===== config.mk =====
export PLATFORM = sky130hd
export DESIGN_NAME = scanline_top
export DESIGN_NICKNAME = d
export VERILOG_FILES = /design/src/logic/sl_cfg_pkg.sv /design/src/logic/vid_pkg.sv /design/src/logic/sl_ctrl.sv /design/src/logic/sl_luma.sv /design/src/logic/sl_delay.sv /design/src/logic/sl_mix.sv /design/src/logic/scanline_top.sv
export VERILOG_INCLUDE_DIRS = /design/src /design/src/logic
export SDC_FILE = /design/constraint.sdc
export NUM_CORES = 1
export LEC_CHECK = 0
export ABC_AREA = 1
export ABC_CLOCK_PERIOD_IN_PS = 5950
export BUFFER_PORTS_ARGS = -buffer_cell sky130_fd_sc_hd__buf_2
export CELL_PAD_IN_SITES_DETAIL_PLACEMENT = 1
export CELL_PAD_IN_SITES_GLOBAL_PLACEMENT = 1
export CORE_MARGIN = 2
export CORE_UTILIZATION = 49
export DETAILED_ROUTE_END_ITERATION = 16
export MAX_ROUTING_LAYER = met4
export PLACE_DENSITY_LB_ADDON = 0.1
export SETUP_SLACK_MARGIN = 0.5
export SLEW_MARGIN = 10
export SYNTH_ARGS = -nofsm -noshare
export SYNTH_HDL_FRONTEND = slang
export SYNTH_SLANG_ARGS = --single-unit

===== constraint.sdc =====
create_clock -name VCLK_i -period 5.95 [get_ports VCLK_i]
set_input_delay 0.595 -clock VCLK_i [delete_from_list [all_inputs] [get_ports VCLK_i]]
set_output_delay 0.595 -clock VCLK_i [all_outputs]
set_load 0.005 [all_outputs]

===== src/logic/sl_defs.svh =====
//////////////////////////////////////////////////
// scanline emulation global defines
// colour width, pipeline depth and band offsets
//////////////////////////////////////////////////

`ifndef SL_DEFS_SVH
`define SL_DEFS_SVH

// bits per colour channel
`define SL_COLOR_W 8

// input to output pipeline depth in VCLK cycles
`define SL_LATENCY 9

// band offsets as fraction of a doubled line (8'h80 is half a line)
`define SL_OFF_NORM  8'h40 // 0.25, normal scanline
`define SL_OFF_THICK 8'h20 // 0.125, thick scanline

`endif


===== src/logic/sl_cfg_pkg.sv =====
//////////////////////////////////////////////////
// scanline configuration types
// profile selection and strength word
//////////////////////////////////////////////////

package sl_cfg_pkg;

  // scanline edge profile
  // both linear codes behave the same here
  typedef enum logic [1:0] {
    PROF_SMOOTH   = 2'b00, // soft raised edge
    PROF_LINEAR_A = 2'b01,
    PROF_LINEAR_B = 2'b10,
    PROF_FLAT     = 2'b11  // hard edge at half band
  } sl_profile_e;

  // unsigned fraction, 8'hff is just below 1.0
  typedef logic [7:0] sl_str_t;

  // used for strength, shaped fraction
  // and the bloomed scale factor alike

endpackage


===== src/logic/vid_pkg.sv =====
//////////////////////////////////////////////////
// video payload types
// pixel colour bundle and sync/de bundle
//////////////////////////////////////////////////

`include "sl_defs.svh"

package vid_pkg;

  ////////////////////////////////////////////////
  // pixel

  typedef struct packed {
    logic [`SL_COLOR_W-1:0] r; // red sits in the msbs
    logic [`SL_COLOR_W-1:0] g;
    logic [`SL_COLOR_W-1:0] b;
  } rgb_t;

  ////////////////////////////////////////////////
  // timing signals, travel alongside the pixel

  typedef struct packed {
    logic hsync;
    logic vsync;
    logic de;    // active pixel
  } sync_t;

endpackage


===== src/logic/sl_ctrl.sv =====
//////////////////////////////////////////////////
// scanline control
// folds line position, evaluates profile and
// delivers draw flag plus corrected strength
//////////////////////////////////////////////////

`include "sl_defs.svh"
`timescale 1ns/1ps

module sl_ctrl (
  input  logic                    VCLK_i,
  input  logic                    nVRST_i,
  input  logic                    sl_en_i,
  input  logic                    sl_thickness_i,
  input  sl_cfg_pkg::sl_profile_e sl_profile_i,
  input  sl_cfg_pkg::sl_str_t     sl_strength_i,
  input  logic [7:0]              sl_rel_pos_i,
  output logic                    draw_o,
  output sl_cfg_pkg::sl_str_t     str_o
);

  localparam logic [7:0] PROF_W = 8'h40; // width of the soft edge region

  logic [7:0]  off_w;       // band offset for current thickness
  logic        flat_w;      // flat top profile selected
  logic [13:0] smooth_w;    // t*(128-t)
  logic [15:0] str_full_w;  // shape * strength

  logic [7:0]  fold_q;      // stage 1
  logic [7:0]  diff_q;      // stage 2
  logic        draw1_q, sat1_q;
  logic [7:0]  shape_q;     // stage 3
  logic        draw2_q, sat2_q;

  assign off_w  = sl_thickness_i ? `SL_OFF_THICK : `SL_OFF_NORM;
  assign flat_w = (sl_profile_i == sl_cfg_pkg::PROF_FLAT);

  // t = diff[5:0], max is 63*65 = 4095 so [11:4] holds the full result
  assign smooth_w   = diff_q[5:0] * (8'd128 - {2'b00, diff_q[5:0]});
  assign str_full_w = shape_q * sl_strength_i;

  always_ff @(posedge VCLK_i or negedge nVRST_i) begin
    if (!nVRST_i) begin
      fold_q  <= 8'h00;
      diff_q  <= 8'h00;
      draw1_q <= 1'b0;
      sat1_q  <= 1'b0;
      shape_q <= 8'h00;
      draw2_q <= 1'b0;
      sat2_q  <= 1'b0;
      draw_o  <= 1'b0;
      str_o   <= 8'h00;
    end else begin
      // stage 1, mirror lower half so the centre distance runs 0..0x80
      fold_q <= (sl_rel_pos_i > 8'h80) ? 8'h00 - sl_rel_pos_i : sl_rel_pos_i;

      // stage 2
      diff_q  <= fold_q - off_w;              // wraps below the band
      draw1_q <= fold_q > off_w;              // inside band
      sat1_q  <= fold_q >= off_w + PROF_W;    // past soft edge, full strength

      // stage 3
      draw2_q <= flat_w ? diff_q[5] : draw1_q; // flat top switches at half edge
      sat2_q  <= flat_w ? diff_q[5] : sat1_q;
      case (sl_profile_i)
        sl_cfg_pkg::PROF_SMOOTH: shape_q <= smooth_w[11:4];
        default:                 shape_q <= {diff_q[5:0], diff_q[5:4]}; // t*4 + t/16
      endcase

      // stage 4
      draw_o <= sl_en_i & draw2_q;
      str_o  <= sat2_q ? sl_strength_i : str_full_w[15:8];
    end
  end

endmodule


===== src/logic/sl_luma.sv =====
//////////////////////////////////////////////////
// luma approximation and bloom pre-scale
//////////////////////////////////////////////////

`include "sl_defs.svh"
`timescale 1ns/1ps

module sl_luma (
  input  logic                 VCLK_i,
  input  logic                 nVRST_i,
  input  vid_pkg::rgb_t        rgb_i,
  input  logic [4:0]           sl_bloom_i,
  output logic [`SL_COLOR_W:0] yref_pre_o
);

  logic [`SL_COLOR_W:0]   rpb_q;       // r + b, stage 1
  logic [`SL_COLOR_W-1:0] g_q;         // green aligned to rpb
  logic [`SL_COLOR_W:0]   ysum_w;      // g + (r+b)/2
  logic [`SL_COLOR_W-1:0] y_q;         // luma, stage 2
  logic [`SL_COLOR_W+4:0] ypre_full_w; // luma * bloom
  logic [`SL_COLOR_W:0]   ypre_q;      // stage 3

  assign ysum_w      = {1'b0, g_q} + {1'b0, rpb_q[`SL_COLOR_W:1]};
  assign ypre_full_w = y_q * sl_bloom_i;

  always_ff @(posedge VCLK_i or negedge nVRST_i) begin
    if (!nVRST_i) begin
      rpb_q      <= '0;
      g_q        <= '0;
      y_q        <= '0;
      ypre_q     <= '0;
      yref_pre_o <= '0;
    end else begin
      rpb_q      <= {1'b0, rgb_i.r} + {1'b0, rgb_i.b};
      g_q        <= rgb_i.g;
      y_q        <= ysum_w[`SL_COLOR_W:1];                   // halve the sum
      ypre_q     <= {1'b0, ypre_full_w[`SL_COLOR_W+4:5]};    // bloom is x/32
      yref_pre_o <= ypre_q;                                  // align with ctrl
    end
  end

endmodule


===== src/logic/sl_delay.sv =====
//////////////////////////////////////////////////
// pipeline alignment delay
// shift register for any packed payload
//////////////////////////////////////////////////

`timescale 1ns/1ps

module sl_delay #(
  parameter type payload_t = logic,
  parameter int  DEPTH     = 1     // number of register stages
) (
  input  logic     VCLK_i,
  input  logic     nVRST_i,
  input  payload_t data_i,
  output payload_t data_o
);

  payload_t dly_q [DEPTH]; // [0] is the newest sample

  always_ff @(posedge VCLK_i or negedge nVRST_i) begin
    if (!nVRST_i) begin
      for (int i = 0; i < DEPTH; i++) begin
        dly_q[i] <= '0;
      end
    end else begin
      dly_q[0] <= data_i;
      for (int i = 1; i < DEPTH; i++) begin
        dly_q[i] <= dly_q[i-1];
      end
    end
  end

  assign data_o = dly_q[DEPTH-1];

endmodule


===== src/logic/sl_mix.sv =====
//////////////////////////////////////////////////
// scanline mixer
// bloom adaptation, colour scaling and the
// registered output selection
//////////////////////////////////////////////////

`include "sl_defs.svh"
`timescale 1ns/1ps

module sl_mix (
  input  logic                 VCLK_i,
  input  logic                 nVRST_i,
  input  logic                 draw_i,     // stage 4
  input  sl_cfg_pkg::sl_str_t  str_i,      // stage 4
  input  logic [`SL_COLOR_W:0] yref_pre_i, // stage 4
  input  vid_pkg::rgb_t        rgb_dly_i,  // stage 7
  input  vid_pkg::rgb_t        rgb_byp_i,  // stage 8
  input  vid_pkg::sync_t       sync_i,     // stage 8
  output logic                 HSYNC_o,
  output logic                 VSYNC_o,
  output logic                 DE_o,
  output vid_pkg::rgb_t        vdata_o
);

  logic [`SL_COLOR_W+8:0] yref_full_w;              // pre-ref * strength
  logic [`SL_COLOR_W+7:0] r_full_w, g_full_w, b_full_w;

  logic [`SL_COLOR_W:0]   yref_q;  // stage 5
  sl_cfg_pkg::sl_str_t    str5_q;
  sl_cfg_pkg::sl_str_t    rval_q;  // stage 6, bloom reduced strength
  sl_cfg_pkg::sl_str_t    k_q;     // stage 7, colour gain
  vid_pkg::rgb_t          rgb_sl_q; // stage 8, darkened pixel
  logic [8:5]             draw_q;   // draw flag per stage

  assign yref_full_w = yref_pre_i * str_i;
  assign r_full_w    = rgb_dly_i.r * k_q;
  assign g_full_w    = rgb_dly_i.g * k_q;
  assign b_full_w    = rgb_dly_i.b * k_q;

  always_ff @(posedge VCLK_i or negedge nVRST_i) begin
    if (!nVRST_i) begin
      yref_q   <= '0;
      str5_q   <= 8'h00;
      rval_q   <= 8'h00;
      k_q      <= 8'h00;
      rgb_sl_q <= '0;
      draw_q   <= '0;
      HSYNC_o  <= 1'b0;
      VSYNC_o  <= 1'b0;
      DE_o     <= 1'b0;
      vdata_o  <= '0;
    end else begin
      ////////////////////////////////////////////////
      // bloom adaptation

      yref_q <= yref_full_w[`SL_COLOR_W+8:8];   // stage 5
      str5_q <= str_i;
      rval_q <= ({1'b0, str5_q} > yref_q) ? str5_q - yref_q[7:0] : 8'h00; // floor at 0
      k_q    <= 8'hff - rval_q;                 // stage 7

      ////////////////////////////////////////////////
      // colour scaling

      rgb_sl_q.r <= r_full_w[`SL_COLOR_W+7:8]; // stage 8
      rgb_sl_q.g <= g_full_w[`SL_COLOR_W+7:8];
      rgb_sl_q.b <= b_full_w[`SL_COLOR_W+7:8];
      draw_q     <= {draw_q[7:5], draw_i};

      ////////////////////////////////////////////////
      // output stage 9

      HSYNC_o <= sync_i.hsync;
      VSYNC_o <= sync_i.vsync;
      DE_o    <= sync_i.de;
      // blanking is never darkened
      vdata_o <= (sync_i.de && draw_q[8]) ? rgb_sl_q : rgb_byp_i;
    end
  end

endmodule


===== src/logic/scanline_top.sv =====
//////////////////////////////////////////////////
// scanline emulation top level
// control, luma and mixer with alignment delays
//////////////////////////////////////////////////

`include "sl_defs.svh"
`timescale 1ns/1ps

module scanline_top (
  input  logic                    VCLK_i,
  input  logic                    nVRST_i,
  input  logic                    HSYNC_i,
  input  logic                    VSYNC_i,
  input  logic                    DE_i,
  input  vid_pkg::rgb_t           vdata_i,
  input  logic [7:0]              sl_rel_pos_i,  // position inside doubled line
  input  logic                    sl_en_i,
  input  logic                    sl_thickness_i,
  input  sl_cfg_pkg::sl_profile_e sl_profile_i,
  input  sl_cfg_pkg::sl_str_t     sl_strength_i,
  input  logic [4:0]              sl_bloom_i,
  output logic                    HSYNC_o,
  output logic                    VSYNC_o,
  output logic                    DE_o,
  output vid_pkg::rgb_t           vdata_o
);

  logic                 draw_w;
  sl_cfg_pkg::sl_str_t  str_w;
  logic [`SL_COLOR_W:0] yref_pre_w;
  vid_pkg::rgb_t        rgb_dly_w;   // feeds the multipliers
  vid_pkg::rgb_t        rgb_byp_w;   // unscaled pixel for the output mux
  vid_pkg::sync_t       sync_in_w, sync_dly_w;

  assign sync_in_w = '{hsync: HSYNC_i, vsync: VSYNC_i, de: DE_i};

  sl_ctrl u_ctrl (
    .VCLK_i, .nVRST_i,
    .sl_en_i, .sl_thickness_i, .sl_profile_i, .sl_strength_i, .sl_rel_pos_i,
    .draw_o (draw_w),
    .str_o  (str_w)
  );

  sl_luma u_luma (
    .VCLK_i, .nVRST_i,
    .rgb_i      (vdata_i),
    .sl_bloom_i,
    .yref_pre_o (yref_pre_w)
  );

  // scaler input one stage ahead of the bypass copy
  sl_delay #(.payload_t(vid_pkg::rgb_t), .DEPTH(`SL_LATENCY-2)) u_rgb_dly (
    .VCLK_i, .nVRST_i, .data_i (vdata_i), .data_o (rgb_dly_w)
  );

  sl_delay #(.payload_t(vid_pkg::rgb_t), .DEPTH(`SL_LATENCY-1)) u_rgb_byp (
    .VCLK_i, .nVRST_i, .data_i (vdata_i), .data_o (rgb_byp_w)
  );

  sl_delay #(.payload_t(vid_pkg::sync_t), .DEPTH(`SL_LATENCY-1)) u_sync_dly (
    .VCLK_i, .nVRST_i, .data_i (sync_in_w), .data_o (sync_dly_w)
  );

  sl_mix u_mix (
    .VCLK_i, .nVRST_i,
    .draw_i     (draw_w),
    .str_i      (str_w),
    .yref_pre_i (yref_pre_w),
    .rgb_dly_i  (rgb_dly_w),
    .rgb_byp_i  (rgb_byp_w),
    .sync_i     (sync_dly_w),
    .HSYNC_o, .VSYNC_o, .DE_o, .vdata_o
  );

endmodule


Yosys cells after proc, flatten, opt, wreduce, memory -nomap -nowiden
Index checks and enable logic that the tools add are counted.
- register bits: 372
- input bits: 54
- add/sub/neg operators: 8
- multiply operators: 7
- magnitude comparators: 4
- equality and inequality tests: 1
- mux-type cells: 8
- bitwise logic cells: 1
- reduce and logical (&&, ||, !) cells: 2
- operator list (cell ; number):
    8-bit by 8-bit multiplier with 16-bit output ; 5
    8-bit 2-to-1 mux ; 4
    24-bit 2-to-1 mux ; 1
    8-bit by 8-bit adder with 9-bit output ; 2
    6-bit by 14-bit multiplier with 12-bit output ; 1
    8-bit by 5-bit multiplier with 13-bit output ; 1
    8-bit by 9-bit > comparator with 1-bit output ; 1
    8-bit by 6-bit subtractor with 9-bit output, first input constant ; 1
    7-bit by 7-bit adder with 8-bit output, second input constant ; 1
    8-bit greater-or-equal comparator ; 1
    8-bit by 7-bit > comparator with 1-bit output ; 1
    8-bit > comparator, second input constant ; 1
    1-bit by 8-bit subtractor with 8-bit output, first input constant ; 1
    8-bit subtractor ; 1
    8-bit subtractor, first input constant ; 1
    7-bit 2-to-1 mux ; 1
    6-bit subtractor ; 1
    2-bit equality test, second input constant ; 1
    2-bit logical NOT ; 1
    1-bit 2-to-1 mux ; 2
    1-bit bitwise AND ; 1
    1-bit logical AND ; 1

Depth between registers and ports, before layout
Gate-level depths: netlist of run 1.
- depth in word-level cells: 3
- mapped depth: 23
- depth with buffers taken out: 22

Modules after synthesis
A second synthesis of run 1 with hierarchy kept.
- cell total of the unflattened synthesis: 3104
- area total of the unflattened synthesis: 30222.7 sq um
- by module, submodules not included (module ; times used ; cells each ; area each (sq um) ; sequential area each (sq um)):
    sl_mix ; 1 ; 1632 ; 12197.9 ; 2202.1
    sl_ctrl ; 1 ; 708 ; 5161.2 ; 875.8
    sl_delay (u_rgb_byp) ; 1 ; 216 ; 4984.8 ; 4804.6
    sl_delay (u_rgb_dly) ; 1 ; 192 ; 4384.2 ; 4204.0
    sl_luma ; 1 ; 329 ; 2871.5 ; 1001.0
    sl_delay (u_sync_dly) ; 1 ; 27 ; 623.1 ; 600.6

Worst setup path after synthesis of run 1
Ideal clock, no wire load.
- path type: reg-to-reg
- start point: register u_ctrl.diff_q[0]
- end point: register u_ctrl.shape_q[6]
- library setup time: 126 ps
- arrival: 4187 ps
- data required time: 5824 ps
- slack: 1636 ps
- cell stages (with the launch flop): 22
- period minus slack after synthesis: 4314 ps
- cell sequence: dfrtp_1 > clkbuf_1 > inv_1 > ha_1 > nand2_1 > nor2_1 > ha_1 > or2_2 > fa_1 > inv_1 > fa_1 > inv_1 > fa_1 > inv_1 > ha_1 > nand2_1 > o21ai_0 > nor2_1 > nand2_1 > nand2_1 > nand2_1 > o21ai_0
- cells in the longest elaborated chain, start to end: 3
- ends and longest elaborated chain (what ; line ; RTL):
    from (decl) ; sl_ctrl.sv:30 ; logic [7:0] diff_q;
    from (signal assigned) ; sl_ctrl.sv:58 ; diff_q <= fold_q - off_w;
    8-bit by 6-bit subtractor with 9-bit output ; sl_ctrl.sv:39 ; assign smooth_w = diff_q[5:0] * (8'd128 - {2'b00, diff_q[5:0]});
    6-bit by 14-bit multiplier with 12-bit output (*) ; sl_ctrl.sv:39 ;
    8-bit 2-to-1 mux (*) ; sl_ctrl.sv:65 ; case (sl_profile_i)
    to (signal assigned) ; sl_ctrl.sv:66 ; sl_cfg_pkg::PROF_SMOOTH: shape_q <= smooth_w[11:4];
    to (signal assigned) ; sl_ctrl.sv:67 ; default: shape_q <= {diff_q[5:0], diff_q[5:4]};
    to (decl) ; sl_ctrl.sv:32 ; logic [7:0] shape_q;
Mark *: on every way between the ends. The rest lies on a longest branch, timed or not.

Worst setup path after layout of run 1
- start point: register u_mix.k_q[2]
- end point: register u_mix.rgb_sl_q[21] (netlist name)
- cells in the longest elaborated chain, start to end: 1
- ends and longest elaborated chain (what ; line ; RTL):
    from (decl) ; sl_mix.sv:31 ; sl_cfg_pkg::sl_str_t k_q;
    from (signal assigned) ; sl_mix.sv:59 ; k_q <= 8'hff - rval_q;
    8-bit by 8-bit multiplier with 16-bit output ; sl_mix.sv:36 ; assign r_full_w = rgb_dly_i.r * k_q;
    named net u_mix.r_full_w[13] ; sl_mix.sv:26 ; logic [`SL_COLOR_W+7:0] r_full_w, g_full_w, b_full_w;
    to (decl) ; sl_mix.sv:32 ; vid_pkg::rgb_t rgb_sl_q;
The timed path passes the listed nets, and every way through them passes these cells.

==> results of run 1 <==
==> stage by stage <==
stage / worst slack, ps / instances / cell area, µm² / hold WS (ps)
6_report: 1270 / 3528 / 27200 / 9.93
2_1_floorplan: 1640 / 2772 / 24900 / 299
3_3_place_gp: 1430 / 3448 / 25800 / 331
3_5_place_dp: 1310 / 3448 / 25800 / 336
5_1_grt: 923 / 3528 / 27200 / 59.8
4_1_cts: 1230 / 3525 / 27200 / 59.1
==> cells by family after synthesis <==
| family | count (synthesis) | share of synthesized area [%] |
|---|---|---|
| adder cells (fa/ha/maj) | 452 | 29.3 |
| other | 2 | 0.0302 |
| flip-flops | 370 | 37.2 |
| XOR/XNOR | 45 | 1.58 |
| AO/OA/AOI/OAI | 152 | 3.51 |
| multiplexers | 24 | 1.09 |
| AND/OR/NAND/NOR | 911 | 14.8 |
| buffers and inverters | 814 | 12.4 |
==> worst register-to-register path, delay by kind of cell (launching register included) <==
family / cells / cell delay (ps)
AND/OR/NAND/NOR: 4 / 390
buffers and inverters: 3 / 230
AO/OA/AOI/OAI: 3 / 610
adder cells (fa/ha/maj): 5 / 2250
flip-flops: 1 / 1110
==> area by class of cell <==
class | instances | area, µm² | share of cell area [%]
Antenna cell | 3 | 7.51 | 0.0276
Clock inverter | 21 | 184 | 0.677
Inverter | 734 | 2760 | 10.1
Sequential cell | 370 | 9260 | 34.1
Tap cell | 672 | 841 | 3.09
Multi-Input combinational cell | 1588 | 12500 | 46.1
Clock buffer | 56 | 1140 | 4.21
Timing Repair Buffer | 84 | 465 | 1.71
==> state kept, by name, summed over array words and instances (netlist names), 3 cells and up <==
| register | flops |
|---|---|
| u_rgb_byp.data_o | 24 |
| u_luma.ypre_q | 8 |
| u_ctrl.diff_q | 6 |
| u_mix.rval_q | 8 |
| u_mix.rgb_sl_q | 24 |
| u_luma.yref_pre_o | 8 |
| u_mix.vdata_o | 24 |
| u_sync_dly.dly_q | 21 |
| u_rgb_byp.dly_q | 168 |
| u_ctrl.str_o | 8 |
| u_ctrl.fold_q | 8 |
| u_sync_dly.data_o | 3 |
| u_mix.draw_q | 4 |
| u_luma.y_q | 8 |
| u_luma.rpb_q | 8 |
| u_mix.k_q | 8 |
| u_ctrl.shape_q | 8 |
| u_mix.str5_q | 8 |
| u_mix.yref_q | 8 |
==> how the worst min path moves through the flow <==
stage | start | to | slack, ps | cells past startpoint
after floorplan | nVRST_i | u_ctrl.diff_q[0] | 300 | 0
after detailed placement | u_mix.draw_q[5] | u_mix.draw_q[6] | 340 | 0
after global placement | u_rgb_byp.dly_q[57] | u_rgb_byp.dly_q[33] | 330 | 0
after CTS | nVRST_i | u_ctrl.fold_q[4] | 60 | 1
after global routing | nVRST_i | u_ctrl.fold_q[4] | 60 | 1
final | nVRST_i | u_ctrl.fold_q[4] | 10 | 1
==> synthesized netlist by cell type (16+ instances only) <==
master	number
sky130_fd_sc_hd__nand2_1	667
sky130_fd_sc_hd__o21bai_1	17
sky130_fd_sc_hd__nand3_1	82
sky130_fd_sc_hd__a21oi_1	70
sky130_fd_sc_hd__fa_1	219
sky130_fd_sc_hd__xnor2_1	16
sky130_fd_sc_hd__xor2_1	29
sky130_fd_sc_hd__mux2_2	24
sky130_fd_sc_hd__clkbuf_1	54
sky130_fd_sc_hd__inv_1	734
sky130_fd_sc_hd__nor2_1	94
sky130_fd_sc_hd__nand4_1	23
sky130_fd_sc_hd__nor3_1	23
sky130_fd_sc_hd__dfrtp_1	370
sky130_fd_sc_hd__ha_1	233
sky130_fd_sc_hd__buf_2	19
sky130_fd_sc_hd__o21ai_0	30
==> routing by layer <==
metal	GRT usage (%)	routed length, µm	up-vias
li1	-	-	8261
met1	30.9	25800	8902
met5	-	0	-
met3	2.95	1740	101
met4	7.65	1800	0
met2	43.7	30700	244
==> reports/results.txt, run 1 <==
The worst register-to-register path ends at u_mix.rgb_sl_q[21]. The path class of the tightest hold or removal check is input pin to async pin. Placed wire-length estimate: 45000 µm. Clock tree synthesis selected as its root buffer the cell sky130_fd_sc_hd__clkbuf_16. Data on the critical path arrives at its endpoint at 5130 ps. After the last flow step, the layout net total stands at 3326. The signal on the critical path passes through nand2_1 > inv_1 > fa_1 > fa_1 > fa_1 > inv_1 > fa_1 > inv_1 > ha_1 > a21oi_1 > o21ai_0 > a31oi_1 > nand2_1 > nand2_1 > nand2_1. The final count of pins violating max slew is 0.

Measured along the y axis, the die boundary spans 229 µm. The number of buffers created by CTS came out at 42. For the insertion delay of the later-clocked pin in the worst-skew pair, the log shows 570 ps. Final weighted congestion in routability-driven placement: 0.870.

After detailed routing, the number of vias per cell comes to 4.96. The end point of the critical path was u_mix.rgb_sl_q[21]. The run gives 24900 µm² as the cell area after synthesis.

The worst register-to-register path begins at u_mix.k_q[2]. Number of stages on the worst setup path: 15. The routed design has 60100 µm of wire. After synthesis, the mean cell area works out to 8.98 µm². Global routing finished with a remaining overflow of 0. Among all flip-flop cells after synthesis, the most frequent one is sky130_fd_sc_hd__dfrtp_1. The logs give 36 for the post-synthesis cell type count and 0 ps for the final-layout setup total negative slack. In the layout the commonest cells are 734 x sky130_fd_sc_hd__inv_1, 667 x sky130_fd_sc_hd__nand2_1, 370 x sky130_fd_sc_hd__dfrtp_1. The count of buffer and inverter cells on the critical path was 3; the number of instances in the synthesized netlist was 2770. Counting every sink on the clock net gives 370.

Once the clock tree was built, the resizer swapped 0 gates to a different size. The count of flip-flops with a built-in enable after synthesis was 0. The largest individual stage delay along the critical path comes from the cell sky130_fd_sc_hd__dfrtp_1.

The largest single stage delay on the critical path is 1110 ps. Across every metal layer, demand over resource in global routing totals 25.2%. The count of input and output buffers came out at 80.

During I/O placement, the number of pins put on the boundary was 81. The run gives 52600 µm² as the total die area. The logs give 4 for the number of detailed-route iterations in the first pass and 2 for the CTS H-tree depth.

For this run, the share of the core covered by cells in the final layout is 54.2%. Measured along the x axis, the die boundary spans 229 µm. The critical path in this run is classified as flip-flop to flip-flop. STA classifies the critical path startpoint as a flip-flop.

The number of antenna violations at the first check in global routing was 4; the post-cts hold buffer count was 0. For the via count of the first global-routing pass, the log shows 20300. The final route contains 17500 vias. During synthesis, Yosys emitted a total of 0 warnings. Cells with a size suffix above 1 make up 6.48% of the layout.

The share of synthesized flip-flops with an asynchronous set or reset was 100%. Kind of capture point of the worst setup path: a flip-flop. The logs give 17.2 ps for the maximum clock skew at final layout and 0 for the count of maximum capacitance violations. Compared with the post-synthesis result, the final layout area differs by 9.30%.

TritonCTS built the clock tree. The first global-routing pass estimated 102000 µm of wire. The detailed router finished its first iteration with 742 violations. After layout, the worst path uses 78.7% of the clock period. The core outline area was 50200 µm².

Tracing the worst setup path back leads to its startpoint at u_mix.k_q[2]. Mean routed wirelength per cell: 17.0 µm. Most common cell after layout, fill and taps aside: sky130_fd_sc_hd__inv_1. The number of hold violations in the final report is 0, and the part of the Yosys area used for sequential elements is 37.2%.

Fill cells in the final layout number 5850. The detail route stage leaves a number of antenna-violating nets equal to 0. In this run the register-to-register setup slack is 1270 ps.

Synthesis inferred 370 register bits. For the clock tree buffer depth, the log shows 3. In this run the core area contains 82 standard-cell rows. The largest area contributor in the netlist was sky130_fd_sc_hd__dfrtp_1.

Setup repair after global routing left no endpoint under its margin. The worst slew margin relative to its limit came out at 22.6%. After clock tree synthesis, the clock-pin slew on the worst setup and hold paths is 60 ps.

Buffers added to address setup during post-CTS repair amount to 0. Derived from the worst setup path, the maximum achievable clock frequency is 213 MHz. For the count of final setup violators, the log shows 0.

The run finished with clean final reports. The transition time of the tightest slew-check pin works out to 1160 ps. Area share of the largest cell type after synthesis: 37.2%. Yosys attributes the largest share of cell area to sky130_fd_sc_hd__dfrtp_1 37%, sky130_fd_sc_hd__fa_1 18%, sky130_fd_sc_hd__ha_1 12%. The logs give 49.6% for the starting density of the core and 199 for the maximum number of pins on one net before global-route repair. Along the worst path, the maximum fanout reaches 24. The time the final worst path needs with I/O delays and setup was 4680 ps. Broken down by cell family, the worst path's largest delay share belongs to adder cells.

The tools report the worst endpoint required time as 6400 ps. In the routed design, unresolved DRC markers number 0. The worst register-to-register path has a depth of 15.
Power of run 1 is left out: the tool's default activity adds up to more than one toggle a clock period on the data nets, which glitch-free logic cannot reach.
==> run 2: changes to the inputs <==
- ABC_AREA: 1 -> 0
- ABC_CLOCK_PERIOD_IN_PS: 5950 -> 4700
- CORE_UTILIZATION: 49 -> 52
- clock period: 5.95 -> 4.7 ns (I/O delays scaled with it)
==> run 2 against run 1 <==
  * The flow now finishes with violations (hold timing)
  * Hold slack lost 72 ps
  * Final cell count shrank 20%
  * Sequential share of layout area shrank 0.10 points
  * Synthesized cell count shrank 29%
  * Register-to-register slack lost 1100 ps
  * Critical path depth grew 3
  * Critical path type unchanged
  * Critical endpoint is now u_mix.rgb_sl_q[6]
==> reports/results.txt, run 2 <==
The flow ran to the end, but the final reports show violations. The checks that failed: hold timing. By instance count, the cell type seen most on the critical path is sky130_fd_sc_hd__fa_1. The relative area change from synthesis to final layout was 20.3%.

By count the netlist is led by 370 x sky130_fd_sc_hd__dfrtp_1, 339 x sky130_fd_sc_hd__inv_1, 278 x sky130_fd_sc_hd__and2_1. The tools report the clock tree buffer depth as 3 (unchanged). The nature of the critical path startpoint is a flip-flop. The number of buffers created by CTS is 40 (-4.8%). The root buffer cell chosen for the clock tree is sky130_fd_sc_hd__clkbuf_16.

The tools report the via count of the first global-routing pass as 16800 (-17%). The count of flip-flops with a built-in enable after synthesis came out at 0 (unchanged). On the critical path the largest part of the delay comes from adder cells.

The violation count after the first detailed-route iteration came out at 618 (-17%). The largest area contributor in the netlist is sky130_fd_sc_hd__dfrtp_1. Area share of the largest cell type after synthesis: 40.7% (+3.4 points).

The total number of vias was 14500 (-17%). Setup repair after global routing could not meet its margin everywhere. The register clock-pin slew on the reported worst setup and hold paths is 70 ps (about the same), and the number of instances in the synthesized netlist is 1974 (-29%).

The count of final setup violators was 0 (unchanged). Among all stages on the critical path, the largest delay is contributed by sky130_fd_sc_hd__fa_1. The met2 layer usage reported by global route was 44.7% (+1.0 points); the end-of-flow core utilization was 63.5% (+9.3 points). The ratio of cells with drive above 1 in the final layout is 23.0% (+17 points). The placed wire-length estimate is 36800 µm (-18%). The transition time of the tightest slew-check pin is 1040 ps (-124 ps), and the count of buffer and inverter cells on the critical path is 6 (+3). Number of rows in the core area: 76 (-7.3%). The starting density of the core is 52.8% (+3.2 points), and the cell area after synthesis is 22800 µm² (-8.4%). The most instantiated flip-flop cell in the synthesis netlist is sky130_fd_sc_hd__dfrtp_1. The total die area was 45500 µm² (-13%); the post-synthesis cell type count was 58 (+61%).

The type of the most critical hold path was input pin to async pin. The post-route clock period utilization works out to 96.9% (+18 points). For the insertion delay of the later-clocked pin in the worst-skew pair, the log shows 590 ps (+20 ps). The register-to-register setup slack was 140 ps (-1120 ps).

Mean routed wirelength per cell: 18.8 µm (+10%). The number of sinks driven by the clock tree was 370 (unchanged). By instance count, the leading cell after synthesis is sky130_fd_sc_hd__dfrtp_1.

Number of synthesis warnings: 0 (unchanged). For the global-route wire length before repair, the log shows 86500 µm (-15%). The time the final worst path needs with I/O delays and setup was 4560 ps (-129 ps); the count of input and output buffers was 80 (unchanged). The vertical extent of the die was 213 µm (-7.0%); the net count reported at finish was 2731 (-18%).

Counting flops per register, the top entry is u_rgb_byp.dly_q. The post-detailed-route via-to-cell ratio was 5.12 (+3.2%). The sum of routed wire length over all layers is 53400 µm (-11%), and the width of the die is 213 µm (-7.0%). In the layout the commonest cells are 334 x sky130_fd_sc_hd__dfrtp_1, 322 x sky130_fd_sc_hd__inv_1, 245 x sky130_fd_sc_hd__and2_1.

The number of detailed-route iterations in the first pass is 4 (unchanged), and the count of maximum capacitance violations is 0 (unchanged). The tools report the global-route met1 utilization as 30.8% (-0.046 points). The largest stage delay on the critical path was 530 ps (-580 ps); the share of synthesized flip-flops with an asynchronous set or reset was 100% (unchanged).

The logs give 25.3% (+0.12 points) for the total track usage and 5160 ps (-1240 ps) for the worst endpoint required time. The final count of pins violating max slew is 0 (unchanged). The run gives 0 (unchanged) as the DRC violations left. Synthesis-stage register bit count: 370 (unchanged). The I/O pin count was 81 (unchanged); the number of diodes was 0 (-3). The kind of capture point of the worst setup path was a flip-flop. For the met3 usage in global routing, the log shows 2.88% (-0.068 points). Most common cell after layout, fill and taps aside: sky130_fd_sc_hd__dfrtp_1. The core outline area was 43200 µm² (-14%); the average cell area after synthesis was 11.5 µm² (+28%).

The run gives 128 (-36%) as the maximum number of pins on one net before global-route repair. The top fanout value on the critical path was 6 (-75%); the worst hold slack was -62.4 ps (-72.4 ps). The worst slew margin relative to its limit is 30.9% (+8.3 points), and the number of hold violations in the final report is 4 (+4). Most used routing layer: met2. The count of antenna-violating nets left after detailed routing was 0 (unchanged). TritonCTS built the clock tree.

The peak clock frequency supported by timing came out at 220 MHz (+2.8%). The critical path goes through buf_6 > and2_4 > fa_1 > inv_2 > fa_1 > inv_1 > fa_1 > inv_1 > fa_1 > inv_2 > ha_4 > nor2_4 > o211a_1 > nor2_2 > o21a_2 > a311o_1 > buf_4 > xor2_1. The part of the Yosys area used for sequential elements is 40.7% (+3.4 points). The number of antenna violations at the first check in global routing came out at 0 (-4). The tools report the final weighted congestion in routability-driven placement as 0.826 (-5.0%). The total grt overflow is 0 (unchanged). The signal arrival time at the worst endpoint was 5010 ps (-120 ps); the maximum clock skew at final layout was 38.3 ps (+21.1 ps). The type of the setup path with the least slack is flip-flop to flip-flop. The tools report the CTS H-tree depth as 2 (unchanged). The number of flip-flops under the largest register name was 168 (unchanged).

By area the synthesized netlist is led by sky130_fd_sc_hd__dfrtp_1 41%, sky130_fd_sc_hd__fa_1 19%, sky130_fd_sc_hd__ha_1 13%.
[run 2: through the flow]
| step | cells | hold slack [ps] | TNS (ps) | cell area, µm² | setup WS, ps |
|---|---|---|---|---|---|
| after floorplan | 1976 | 174 | 0 | 22900 | 344 |
| after detailed placement | 2658 | 336 | -99.1 | 24300 | -75.9 |
| final | 2839 | -62.4 | 0 | 27400 | 144 |
| after CTS | 2813 | 1.45 | 0 | 26800 | 216 |
| after global routing | 2839 | 3.69 | -9.90 | 27400 | -9.90 |
| after global placement | 2658 | 331 | 0 | 24300 | 36.0 |
[run 2: kinds of logic after synthesis]
logic type               count (synthesis)  synth area share (%)
AO/OA/AOI/OAI                          152                  4.42
XOR/XNOR                                65                  2.50
adder cells (fa/ha/maj)                452                  32.0
buffers and inverters                  364                  6.00
flip-flops                             370                  40.7
multiplexers                            28                  1.37
other                                    2                0.0330
AND/OR/NAND/NOR                        541                  13.0
[run 2: metal layers]
layer,routed length (µm),vias to the layer above
li1,-,6662
met1,22100,7569
met2,28300,210
met3,1520,104
met4,1450,0
met5,0,-
[run 2: repair_timing]
action	CTS	global route
gates resized for setup	168	82
buffers inserted	72	26
endpoints found under the setup margin	34	37
hold buffers	12	0
pin swaps	91	73
endpoints found under the hold margin	12	0
gates cloned	0	0
[run 2: final timing paths]
kind	from	endpoint	cells past startpoint
setup / recovery	u_mix.k_q[3]	u_mix.rgb_sl_q[6]	18
hold / removal	nVRST_i	u_rgb_byp.data_o[8]	1
setup reg to reg	u_mix.k_q[3]	u_mix.rgb_sl_q[6]	18
hold reg to reg	u_rgb_byp.dly_q[61]	u_rgb_byp.dly_q[37]	0
max in group asynchronous	nVRST_i	u_rgb_byp.dly_q[26]	2
min in group VCLK_i	vdata_i[5]	u_rgb_byp.dly_q[173]	1
[run 2: layout make-up]
class,instances,area (µm²)
clock buffer,57,1100
tap,585,732
clock inverter,14,185
sequential,370,9300
fill,4422,15800
timing repair buffer,232,1720
multi-input combinational,1242,13100
inverter,339,1270
[run 2: worst register-to-register path, delay by kind of cell, from the launching register on]
kind	cells	cell delay (ps)
AOI/OAI and AO/OA	3	850
adders and majority gates	5	2190
xor gates and xnor gates	1	140
and+or+nand+nor	3	280
buffers and inverters	6	510
DFF	1	480
Power of run 2 is left out for the same reason.
